## src/common/noc_pkg.sv

```systemverilog
package noc_pkg;

   // width of one flit on every physical network
   localparam int NOC_DATA_WIDTH = 64;

   // noc1 noc2 noc3
   localparam int NOC_CHANNELS = 3;

   typedef logic [NOC_DATA_WIDTH-1:0] flit_t;

   // off-chip side of a channel
   // ready travels back on its own wire
   typedef struct packed
   {
      logic  valid;
      flit_t data;
   } noc_vr_t;

   // tile side of a channel
   // yummy travels back on its own wire
   typedef struct packed
   {
      logic  valid;
      flit_t data;
   } noc_cr_t;

endpackage

```

## src/common/flow_pkg.sv

```systemverilog
package flow_pkg;

   // slots in each converter buffer
   localparam int DEFAULT_BUF_DEPTH = 4;

   // matches the input buffer depth of the tile router
   localparam int DEFAULT_CREDITS = 4;

endpackage

```

## src/credit_bridge/flit_fifo.sv

```systemverilog
`timescale 1ns/1ps

module flit_fifo
   import noc_pkg::*, flow_pkg::*;
#(
   parameter int BUF_DEPTH = DEFAULT_BUF_DEPTH
)
(
   input  logic  io_clk_inter,
   input  logic  rst_n_inter_sync_f,
   input  logic  push_i,
   input  flit_t push_data_i,
   input  logic  pop_i,
   output flit_t head_o,
   output logic  empty_o,
   output logic  full_o
);

   localparam int PTR_W = (BUF_DEPTH > 1) ? $clog2(BUF_DEPTH) : 1;
   localparam int CNT_W = $clog2(BUF_DEPTH + 1);

   flit_t            mem [BUF_DEPTH];
   logic [PTR_W-1:0] rd_ptr;
   logic [PTR_W-1:0] wr_ptr;
   logic [CNT_W-1:0] count;
   logic             do_push;
   logic             do_pop;

   // wraps for depths that are not a power of two
   function automatic logic [PTR_W-1:0] ptr_inc(input logic [PTR_W-1:0] ptr);
      if (ptr == PTR_W'(BUF_DEPTH - 1))
      begin
         return '0;
      end
      return ptr + 1'b1;
   endfunction

   assign empty_o = (count == '0);
   assign full_o  = (count == CNT_W'(BUF_DEPTH));
   assign do_pop  = pop_i && !empty_o;
   // a full buffer still takes a flit when the head leaves in the same cycle
   assign do_push = push_i && (!full_o || do_pop);
   assign head_o  = mem[rd_ptr];

   always_ff @(posedge io_clk_inter)
   begin
      if (do_push)
      begin
         mem[wr_ptr] <= push_data_i;
      end
   end

   always_ff @(posedge io_clk_inter)
   begin
      if (!rst_n_inter_sync_f)
      begin
         rd_ptr <= '0;
         wr_ptr <= '0;
         count  <= '0;
      end
      else
      begin
         if (do_push)
         begin
            wr_ptr <= ptr_inc(wr_ptr);
         end
         if (do_pop)
         begin
            rd_ptr <= ptr_inc(rd_ptr);
         end
         if (do_push && !do_pop)
         begin
            count <= count + 1'b1;
         end
         else if (do_pop && !do_push)
         begin
            count <= count - 1'b1;
         end
      end
   end

endmodule

```

## src/credit_bridge/valrdy_to_credit.sv

```systemverilog
`timescale 1ns/1ps

module valrdy_to_credit
   import noc_pkg::*, flow_pkg::*;
#(
   parameter int BUF_DEPTH = DEFAULT_BUF_DEPTH,
   parameter int CREDITS   = DEFAULT_CREDITS
)
(
   input  logic    io_clk_inter,
   input  logic    rst_n_inter_sync_f,

   input  noc_vr_t in_i,
   output logic    in_ready_o,

   output noc_cr_t out_o,
   input  logic    out_yummy_i
);

   localparam int CRED_W = $clog2(CREDITS + 1);

   flit_t             head;
   logic              empty;
   logic              full;
   logic              send;
   logic [CRED_W-1:0] credit_cnt;

   assign in_ready_o = !full;

   // one flit per valid cycle and only with a credit in hand
   assign send        = !empty && (credit_cnt != '0);
   assign out_o.valid = send;
   assign out_o.data  = head;

   // a flit moves only when valid meets ready
   flit_fifo #(
      .BUF_DEPTH (BUF_DEPTH)
   ) u_buf (
      .io_clk_inter       (io_clk_inter),
      .rst_n_inter_sync_f (rst_n_inter_sync_f),
      .push_i             (in_i.valid && !full),
      .push_data_i        (in_i.data),
      .pop_i              (send),
      .head_o             (head),
      .empty_o            (empty),
      .full_o             (full)
   );

   // free slots in the tile router input buffer
   always_ff @(posedge io_clk_inter)
   begin
      if (!rst_n_inter_sync_f)
      begin
         credit_cnt <= CRED_W'(CREDITS);
      end
      else
      begin
         if (out_yummy_i && !send)
         begin
            // saturate at the router depth
            if (credit_cnt != CRED_W'(CREDITS))
            begin
               credit_cnt <= credit_cnt + 1'b1;
            end
         end
         else if (send && !out_yummy_i)
         begin
            credit_cnt <= credit_cnt - 1'b1;
         end
      end
   end

endmodule

```

## src/credit_bridge/credit_to_valrdy.sv

```systemverilog
`timescale 1ns/1ps

module credit_to_valrdy
   import noc_pkg::*, flow_pkg::*;
#(
   parameter int BUF_DEPTH = DEFAULT_BUF_DEPTH
)
(
   input  logic    io_clk_inter,
   input  logic    rst_n_inter_sync_f,

   input  noc_cr_t in_i,
   output logic    in_yummy_o,

   output noc_vr_t out_o,
   input  logic    out_ready_i
);

   flit_t head;
   logic  empty;
   logic  xfer;
   logic  yummy_q;

   // head stays put while ready is low
   assign out_o.valid = !empty;
   assign out_o.data  = head;
   assign xfer        = !empty && out_ready_i;
   assign in_yummy_o  = yummy_q;

   // the tile only sends under credit so every valid finds a free slot
   flit_fifo #(
      .BUF_DEPTH (BUF_DEPTH)
   ) u_buf (
      .io_clk_inter       (io_clk_inter),
      .rst_n_inter_sync_f (rst_n_inter_sync_f),
      .push_i             (in_i.valid),
      .push_data_i        (in_i.data),
      .pop_i              (xfer),
      .head_o             (head),
      .empty_o            (empty),
      .full_o             ()
   );

   // slot freed one cycle after the off-chip transfer
   always_ff @(posedge io_clk_inter)
   begin
      if (!rst_n_inter_sync_f)
      begin
         yummy_q <= 1'b0;
      end
      else
      begin
         yummy_q <= xfer;
      end
   end

endmodule

```

## src/source/chip_noc_port.sv

```systemverilog
`timescale 1ns/1ps

module chip_noc_port
   import noc_pkg::*, flow_pkg::*;
#(
   parameter int BUF_DEPTH = DEFAULT_BUF_DEPTH,
   parameter int CREDITS   = DEFAULT_CREDITS
)
(
   input  logic                         io_clk_inter,
   input  logic                         rst_n_inter_sync_f,

   // off-chip into the mesh
   input  noc_vr_t [NOC_CHANNELS-1:0]   offchip_in_i,
   output logic    [NOC_CHANNELS-1:0]   offchip_in_ready_o,
   output noc_cr_t [NOC_CHANNELS-1:0]   tile_in_o,
   input  logic    [NOC_CHANNELS-1:0]   tile_in_yummy_i,

   // mesh out to off-chip
   input  noc_cr_t [NOC_CHANNELS-1:0]   tile_out_i,
   output logic    [NOC_CHANNELS-1:0]   tile_out_yummy_o,
   output noc_vr_t [NOC_CHANNELS-1:0]   offchip_out_o,
   input  logic    [NOC_CHANNELS-1:0]   offchip_out_ready_i
);

   // index 0 is noc1
   for (genvar ch = 0; ch < NOC_CHANNELS; ch++)
   begin : g_chan
      valrdy_to_credit #(
         .BUF_DEPTH (BUF_DEPTH),
         .CREDITS   (CREDITS)
      ) u_v2c (
         .io_clk_inter       (io_clk_inter),
         .rst_n_inter_sync_f (rst_n_inter_sync_f),
         .in_i               (offchip_in_i[ch]),
         .in_ready_o         (offchip_in_ready_o[ch]),
         .out_o              (tile_in_o[ch]),
         .out_yummy_i        (tile_in_yummy_i[ch])
      );

      credit_to_valrdy #(
         .BUF_DEPTH (BUF_DEPTH)
      ) u_c2v (
         .io_clk_inter       (io_clk_inter),
         .rst_n_inter_sync_f (rst_n_inter_sync_f),
         .in_i               (tile_out_i[ch]),
         .in_yummy_o         (tile_out_yummy_o[ch]),
         .out_o              (offchip_out_o[ch]),
         .out_ready_i        (offchip_out_ready_i[ch])
      );
   end

endmodule

```

## config.mk

```make
export PLATFORM = sky130hd
export DESIGN_NAME = chip_noc_port
export DESIGN_NICKNAME = d
export VERILOG_FILES = /design/src/common/noc_pkg.sv /design/src/common/flow_pkg.sv /design/src/credit_bridge/flit_fifo.sv /design/src/credit_bridge/valrdy_to_credit.sv /design/src/credit_bridge/credit_to_valrdy.sv /design/src/source/chip_noc_port.sv
export SDC_FILE = /design/constraint.sdc
export NUM_CORES = 1
export LEC_CHECK = 0
export BUFFER_PORTS_ARGS = -buffer_cell sky130_fd_sc_hd__buf_2
export CORE_MARGIN = 5
export CORE_UTILIZATION = 40
export DETAILED_ROUTE_END_ITERATION = 12
export GPL_TIMING_DRIVEN = 0
export PLACE_DENSITY_LB_ADDON = 0.05
export SLEW_MARGIN = 10
export SYNTH_ARGS = -nofsm -noshare
export SYNTH_HDL_FRONTEND = slang
export SYNTH_SLANG_ARGS = --single-unit
export TNS_END_PERCENT = 30
```

## constraint.sdc

```tcl
create_clock -name io_clk_inter -period 7.65 [get_ports io_clk_inter]
set_clock_uncertainty 0.05 [all_clocks]
set_input_delay 0.3825 -clock io_clk_inter [delete_from_list [all_inputs] [get_ports io_clk_inter]]
set_output_delay 0.3825 -clock io_clk_inter [all_outputs]
set_load 0.02 [all_outputs]
```

==> reports/qor.csv, run 1 <==
stage;metric;value;unit
yosys;Cell variety after synth;37;
routing;met3 WL post-DR;12510;microns
routing;met2 WL post-DR;73270;microns
hold_path;HP Class;in2reg;
timing;Worst-Margin Slew;883.5;ps
run_status;outcome;complete, no violations;
timing;Fmax achieved;322.7;MHz
hold_path;hold_sp;tile_out_i[64];
global_routing;grt ovf;0;
worst_setup_path;reg-to-reg critical path startpoint;g_chan[0].u_v2c.u_buf.count[0];
placement;DP Wirelength;97500;microns
floorplanning;die area;0.1547;sq mm
routing;Post-DRT Antenna Nets;0;
routing;max layer used;met5;
timing;final setup TNS;0;ps
power_and_ir_drop;Power Dens Cells;335.2;mW/mm^2
yosys;Synth Register Bits;1602;
yosys;Seq/Total Area, Yosys;0.8074;
cells_and_area;fill count;11690;
clock_tree;Worst-path clk slew;60;ps
hold_path;Worst Hold Depth;5;
routing;1st-iter DRT viols;1408;
yosys;Mapped Area;0.05876;sq mm
placement;# port buffers;792;
placement;Final Wtd Congestion;0.7391;
power_and_ir_drop;Peak supply drop;0.2020;mV
global_routing;vias in the first global route;31220;
cells_and_area;area added between synthesis and finish;27.74;%
hold_path;hold path endpoint;g_chan[0].u_c2v.u_buf.wr_ptr[1];
clock_tree;CTS Buffer Depth;3;
yosys;Avg Inst Size Synth;24.72;sq um
yosys;top cells by area, synth;edfxtp_1, mux4_2, dfxtp_1;
clock_tree;post-CTS setup buffer count;0;
routing;drt drc;0;
yosys;yosys warns;0;
power_and_ir_drop;total power;25160;uW
worst_setup_path;RR Endpoint;g_chan[0].u_v2c.u_buf.count[2];
job;max-cap violations;0;
cells_and_area;Storage cell area;0.04745;sq mm
routing;routed length per instance;24.34;microns
power_and_ir_drop;Pleak;0.02570;uW
clock_tree;clock sink count;1602;
timing;ratio of final minimum period to clock period;0.4051;
timing;final hold slack;243.2;ps
global_routing;global-route wire length before repair;205000;microns
cells_and_area;most frequent cells in the layout;edfxtp_1, buf_2, dlygate4sd3_1;
routing;Post-Route WL;141900;microns
worst_setup_path;crit-path max FO;10;
clock_tree;Hold-fix buffers, CTS;395;
cells_and_area;share of cells above drive strength 1;0.3942;
floorplanning;Die Width;393.3;microns
timing;Final setup viols;0;
worst_setup_path;crit path capture type;output port;
worst_setup_path;R2R depth;8;
yosys;largest area contributor in the netlist;edfxtp_1;
floorplanning;initial core utilization;0.4027;
timing;RSZ-0062 raised after global routing;no;
worst_setup_path;kind of critical path;reg2out;
clock_tree;clock latency on the worst-skew pair;760;ps
routing;drt via density;4.983;
yosys;post-synth top area share;0.7849;
clock_tree;CTS tree;done;
timing;Slew headroom;0.4110;
timing;minimum clock period;3099;ps
routing;total number of vias;29060;
worst_setup_path;crit path DAT;2670;ps
worst_setup_path;Register-to-Register Setup Slack;5210;ps
cells_and_area;Final nets;4202;
global_routing;GRT Total Usage;0.1814;
cells_and_area;most common cell after layout, fill and taps aside;edfxtp_1;
clock_tree;cts bufs inserted;169;
global_routing;largest net degree at the start of global routing;50;
floorplanning;# rows;140;
floorplanning;num ports;794;
yosys;syn_nets;2820;
worst_setup_path;Critical Path RT;7220;ps
routing;DR pass1 iterations;5;
clock_tree;CTS root buf;clkbuf_16;
worst_setup_path;startpoint types;register;
timing;Final Hold Violating Endpoints;0;
cells_and_area;multi-input logic area;0.01074;sq mm
floorplanning;die height;393.3;microns
floorplanning;CORE AREA;0.1459;sq mm
global_routing;initial antenna violation count;41;
clock_tree;CTS H-Tree Depth;4;
clock_tree;post-CTS resize count;0;
routing;met1 WL;52090;microns
yosys;Syn Inst Count;2377;
timing;max-slew violations;0;
through the flow:
stage / cells / worst slack (ps) / util / area, sq um
floorplan: 2377 / 4853 / - / 58760
global placement: 5086 / 3402 / 0.4463 / 65120
detailed placement: 5110 / 5206 / 0.4509 / 65800
CTS: 5808 / 4392 / 0.5140 / 75000
global route: 5821 / 4384 / 0.5142 / 75030
finish: 5832 / 4551 / 0.5144 / 75060
routing by layer:
metal,GRT usage,vias up
li1,-,12880
met1,0.2085,15150
met2,0.3162,780
met3,0.06795,235
met4,0.05627,26
met5,0,-
layout make-up:
cell class	instances	area share
repair buffers	1211	0.1133
inverters	31	0.001684
flip-flops and latches	1602	0.6321
clock buffers	219	0.06039
well taps	1917	0.03195
plain buffers	105	0.007168
multi-input cells	639	0.1431
clock inverters	84	0.009518
diodes	24	0.0008001
registers in the layout, summed over array words and instances (netlist names), named ones only:
signal and cells:
g_chan.u_c2v.u_buf.rd_ptr 6, g_chan.u_v2c.u_buf.mem 768, g_chan.u_v2c.u_buf.count 9, g_chan.u_v2c.credit_cnt 9
g_chan.u_v2c.u_buf.rd_ptr 6, g_chan.u_c2v.in_yummy_o 3, g_chan.u_c2v.u_buf.wr_ptr 6, g_chan.u_v2c.u_buf.wr_ptr 6
g_chan.u_c2v.u_buf.count 9, g_chan.u_c2v.u_buf.mem 768
synthesized netlist by cell type:
cell      instances
a21oi_1          21
and2_1           12
and3_1           12
buf_1            36
buf_2            28
buf_4            27
clkbuf_1          8
clkbuf_2          6
dfxtp_1          66
edfxtp_1       1536
fa_1              9
ha_1             36
inv_1            27
inv_2             1
inv_4             2
inv_6             1
mux2_1            3
mux2_4            3
mux2i_1          21
mux4_2          384
nand2_1          39
nand2_2           3
nand2b_1          3
nand3_1           3
nor2_1           30
o21ai_0           6
o22ai_1           3
o311a_1           3
o31ai_1           3
o32ai_4           3
o41a_1            3
or2_4             3
or3_1            16
or3_2             2
or3b_2            3
xnor2_1           3
xor2_1           12
power by group:
group          leakage, uW  switching [uW]  internal, uW
registers           0.0146             229         10400
clock network      0.00258            3210          4500
logic              0.00850            4050          2740
total               0.0257            7490         17700
worst max-delay path, cell delays in order (launching register included):
cell and delay (ps):
dfxtp_1 310, clkbuf_2 350, buf_1 610, mux4_2 430, buf_2 200
logic make-up after synthesis:
group,synth area share
DFF,0.8074
muxes,0.1521
buffers and inverters,0.01131
and+or+nand+nor,0.01071
adders and majority gates,0.01073
AOI/OAI and AO/OA,0.005494
xor gates and xnor gates,0.002236
worst max path at each step:
stage | from | end | slack (ps) | depth (start not counted)
after floorplan | g_chan[1].u_c2v.u_buf.count[0] | g_chan[1].u_c2v.u_buf.mem[0][0] | 4850 | 3
after global placement | offchip_out_ready_i[2] | g_chan[2].u_c2v.u_buf.mem[0][18] | 3400 | 4
after detailed placement | g_chan[0].u_v2c.u_buf.count[0] | g_chan[0].u_v2c.u_buf.count[2] | 5210 | 8
after CTS | register | tile_in_o[160] | 4390 | 4
after global routing | register | tile_in_o[160] | 4380 | 4
final | register | tile_in_o[160] | 4550 | 4
(Power assumes the default switching activity.)
==> run 2, diff against run 1 <==
--- a/config.mk
+++ b/config.mk
@@ -5,6 +5,7 @@
 export SDC_FILE = /design/constraint.sdc
 export NUM_CORES = 1
 export LEC_CHECK = 0
+export ABC_AREA = 1
 export BUFFER_PORTS_ARGS = -buffer_cell sky130_fd_sc_hd__buf_2
 export CORE_MARGIN = 5
 export CORE_UTILIZATION = 40
==> constraint.sdc (replaced) <==
create_clock -name io_clk_inter -period 2.9 [get_ports io_clk_inter]
set_clock_uncertainty 0.05 [all_clocks]
set_input_delay 0.145 -clock io_clk_inter [delete_from_list [all_inputs] [get_ports io_clk_inter]]
set_output_delay 0.145 -clock io_clk_inter [all_outputs]
set_load 0.02 [all_outputs]
==> run 2 against run 1 <==
Against the previous run:
- first-iteration DRC count is 68% higher
- largest power group unchanged
- clock power grew to 2.7 times the previous value
- critical endpoint is now offchip_out_o[187]
- non-clock buffer count increased by 294
- worst hold slack worse by 170 ps
- register-to-register slack worse by 4900 ps
==> reports/qor.csv, run 2 <==
stage;metric;value;unit;change
clock_tree;cts bufs inserted;173;;was 169
power_and_ir_drop;total power;74800;uW;was 25,160 uW
worst_setup_path;crit path DAT;2580;ps;was 2670 ps
worst_setup_path;kind of critical path;reg2out;;unchanged
yosys;number of flops mapped to enable cells by yosys;1536;;unchanged
routing;1st-iter DRT viols;2359;;was 1,408
timing;final setup TNS;0;ps;unchanged
yosys;top cells by area, synth;edfxtp_1, nor2_1, o22ai_1;;was edfxtp_1, mux4_2, dfxtp_1
cells_and_area;Final nets;6115;;was 4,202
timing;Worst-Margin Slew;934.0;ps;was 883.5 ps
floorplanning;# rows;142;;was 140
worst_setup_path;cell family with most CP delay;buffers and inverters;;unchanged
yosys;Post-synth top flop;edfxtp_1;;unchanged
job;max-cap violations;0;;unchanged
cells_and_area;fill count;12930;;was 11,690
yosys;syn_nets;4590;;was 2,820
global_routing;GRT Total Usage;0.2156;;was 0.1814
cells_and_area;multi-input logic area;0.01102;sq mm;was 0.01074 sq mm
routing;routed length per instance;22.42;microns;was 24.34 microns
worst_setup_path;critical path's largest stage delay;470;ps;was 610 ps
global_routing;vias in the first global route;39210;;was 31,220
global_routing;initial antenna violation count;43;;was 41
yosys;yosys warns;0;;unchanged
floorplanning;initial core utilization;0.4028;;was 0.4027
cells_and_area;fin util;0.5271;;was 0.5144
worst_setup_path;Critical Path RT;2710;ps;was 7220 ps
run_status;outcome;complete, no violations;;unchanged
timing;Final Hold Violating Endpoints;0;;unchanged
timing;minimum clock period;2773;ps;
placement;DP Wirelength;119400;microns;was 97,500 microns
placement;Final Wtd Congestion;0.7803;;was 0.7391
global_routing;largest net degree at the start of global routing;26;;was 50
worst_setup_path;Crit-path slowest cell;clkbuf_1;;was buf_1
cells_and_area;top flop regs;g_chan.u_c2v.u_buf.mem (768), g_chan.u_v2c.u_buf.mem (768);;unchanged
clock_tree;post-CTS setup buffer count;0;;unchanged
cells_and_area;Storage cell area;0.04745;sq mm;about the same
cells_and_area;share of cells above drive strength 1;0.2208;;was 0.3942
clock_tree;clock sink count;1602;;unchanged
clock_tree;CTS tree;done;;unchanged
floorplanning;die height;398.6;microns;was 393.3 microns
timing;Fmax achieved;360.6;MHz;
yosys;Synth Register Bits;1602;;unchanged
hold_path;HP Class;in2reg;;unchanged
yosys;Synth top cells by count;edfxtp_1, nor2_1, o21ai_0;;was edfxtp_1, mux4_2, dfxtp_1
yosys;largest area contributor in the netlist;edfxtp_1;;unchanged
cells_and_area;most frequent cells in the layout;edfxtp_1, nor2_1, buf_2;;was edfxtp_1, buf_2, dlygate4sd3_1
power_and_ir_drop;Peak supply drop;0.5448;mV;was 0.2020 mV
timing;ratio of final minimum period to clock period;0.9563;;
clock_tree;CTS root buf;clkbuf_16;;unchanged
cells_and_area;fin area;0.07904;sq mm;was 0.07506 sq mm
yosys;FFs w/ async S/R, synth;0;;unchanged
timing;RSZ-0062 raised after global routing;yes;;was no
yosys;Avg Inst Size Synth;14.56;sq um;was 24.72 sq um
yosys;post-synth top area share;0.7637;;was 0.7849
global_routing;grt ovf;0;;unchanged
routing;Post-DRT Antenna Nets;0;;unchanged
floorplanning;die area;0.1589;sq mm;was 0.1547 sq mm
cells_and_area;most common cell after layout, fill and taps aside;edfxtp_1;;unchanged
routing;DR pass1 iterations;7;;was 5
floorplanning;num ports;794;;unchanged
worst_setup_path;startpoint types;register;;unchanged
clock_tree;CTS H-Tree Depth;4;;unchanged
routing;Post-Route WL;176100;microns;was 141,900 microns
worst_setup_path;crit path capture type;output port;;unchanged
placement;dpl cell area;0.06858;sq mm;was 0.06580 sq mm
routing;drt via density;5.025;;was 4.983
cells_and_area;area added between synthesis and finish;30.88;%;was 27.74%
routing;total number of vias;39460;;was 29,060
clock_tree;clock latency on the worst-skew pair;760;ps;about the same
timing;Final setup viols;0;;unchanged
yosys;Mapped Area;0.06039;sq mm;was 0.05876 sq mm
placement;# port buffers;793;;was 792
routing;drt drc;0;;unchanged
worst_setup_path;CP bufs+invs;3;;unchanged
worst_setup_path;Critical Path, Cell by Cell;clkinv_1, clkbuf_1, o21ai_1, o22ai_1, buf_2;;was clkbuf_2, buf_1, mux4_2, buf_2
clock_tree;Worst-path clk slew;60;ps;about the same
clock_tree;CTS Buffer Depth;3;;unchanged
timing;max-slew violations;0;;unchanged
yosys;Cell variety after synth;26;;was 37
yosys;Syn Inst Count;4147;;was 2,377
timing;Slew headroom;0.3773;;was 0.4110
yosys;Seq/Total Area, Yosys;0.7856;;was 0.8074
floorplanning;CORE AREA;0.1500;sq mm;was 0.1459 sq mm
worst_setup_path;crit-path max FO;10;;unchanged
power_and_ir_drop;Power Dens Cells;946.3;mW/mm^2;was 335.2 mW/mm^2
global_routing;global-route wire length before repair;255700;microns;was 205,000 microns
yosys;top-count cell post-synth;edfxtp_1;;unchanged
power_and_ir_drop;Pleak;0.02825;uW;was 0.02570 uW
floorplanning;Die Width;398.6;microns;was 393.3 microns
-- run 2: final cells by class --
type                            instances  share of cell area
Antenna cell                           31           0.0009814
Timing Repair Buffer                 1351              0.1317
Inverter                               91            0.004385
Buffer                                259             0.02243
Tap cell                             2016             0.03191
Clock buffer                          225             0.05896
Sequential cell                      1602              0.6003
Clock inverter                         83            0.009893
Multi-Input combinational cell       2194              0.1395
-- run 2: path summary, 6_finish.rpt --
check                                                    start                          endpoint  slack [ps]  cells past startpoint
worst max register to register  g_chan[2].u_c2v.u_buf.count[0]  g_chan[2].u_c2v.u_buf.mem[1][28]         350                      6
worst min-delay path                           tile_out_i[128]  g_chan[1].u_c2v.u_buf.mem[2][63]          70                      2
worst max-delay path                                  register                offchip_out_o[187]         130                      5
worst min register to register   g_chan[1].u_v2c.credit_cnt[2]     g_chan[1].u_v2c.credit_cnt[2]         430                      2
-- run 2: worst register-to-register path, stage by stage, from the launching register on --
cell and delay, ps:
dfxtp_1 380, nor2_1 90, nand2_1 70, nand2_1 360
nor2_4 790, buf_12 290, buf_12 210
-- run 2: kinds of logic (layout without fill, tap and decap cells) --
group | count (synthesis) | in the layout | synth area share
flip-flops | 1602 | 1602 | 0.7856
buffers and inverters | 351 | 2009 | 0.03505
other | 0 | 31 | 0
XOR/XNOR | 3 | 3 | 0.0004351
AND/OR/NAND/NOR | 911 | 911 | 0.05743
AO/OA/AOI/OAI | 1235 | 1235 | 0.1110
adder cells (fa/ha/maj) | 45 | 45 | 0.01044
-- run 2: metrics by stage --
step | hold WS (ps) | cells | setup slack [ps]
2_1_floorplan | 193.9 | 4147 | -983.4
4_1_cts | 0.3738 | 7822 | 30.59
3_5_place_dp | 310.4 | 7022 | 306.4
3_3_place_gp | 311.1 | 6956 | -3819
6_report | 71.06 | 7852 | 126.8
5_1_grt | 21.64 | 7836 | -20.12
-- run 2: power breakdown --
part	internal [uW]	leakage [uW]	switching, uW
sequential	27800	0.0146	619
combinational	7790	0.0110	17400
clock	12400	0.00265	8850
-- run 2: timing repair --
action	4_1_cts	5_1_grt
endpoints found under the setup margin	5	6
resized for setup	5	6
hold endpoints to repair	1620	0
hold buffers	492	0
-- run 2: metal layers --
layer / track usage / up-vias / part of all wire
li1: - / 18690 / -
met1: 0.2793 / 19360 / 0.41
met2: 0.3568 / 1113 / 0.48
met3: 0.05911 / 271 / 0.075
met4: 0.06451 / 22 / 0.028
met5: 0 / - / 0.00080
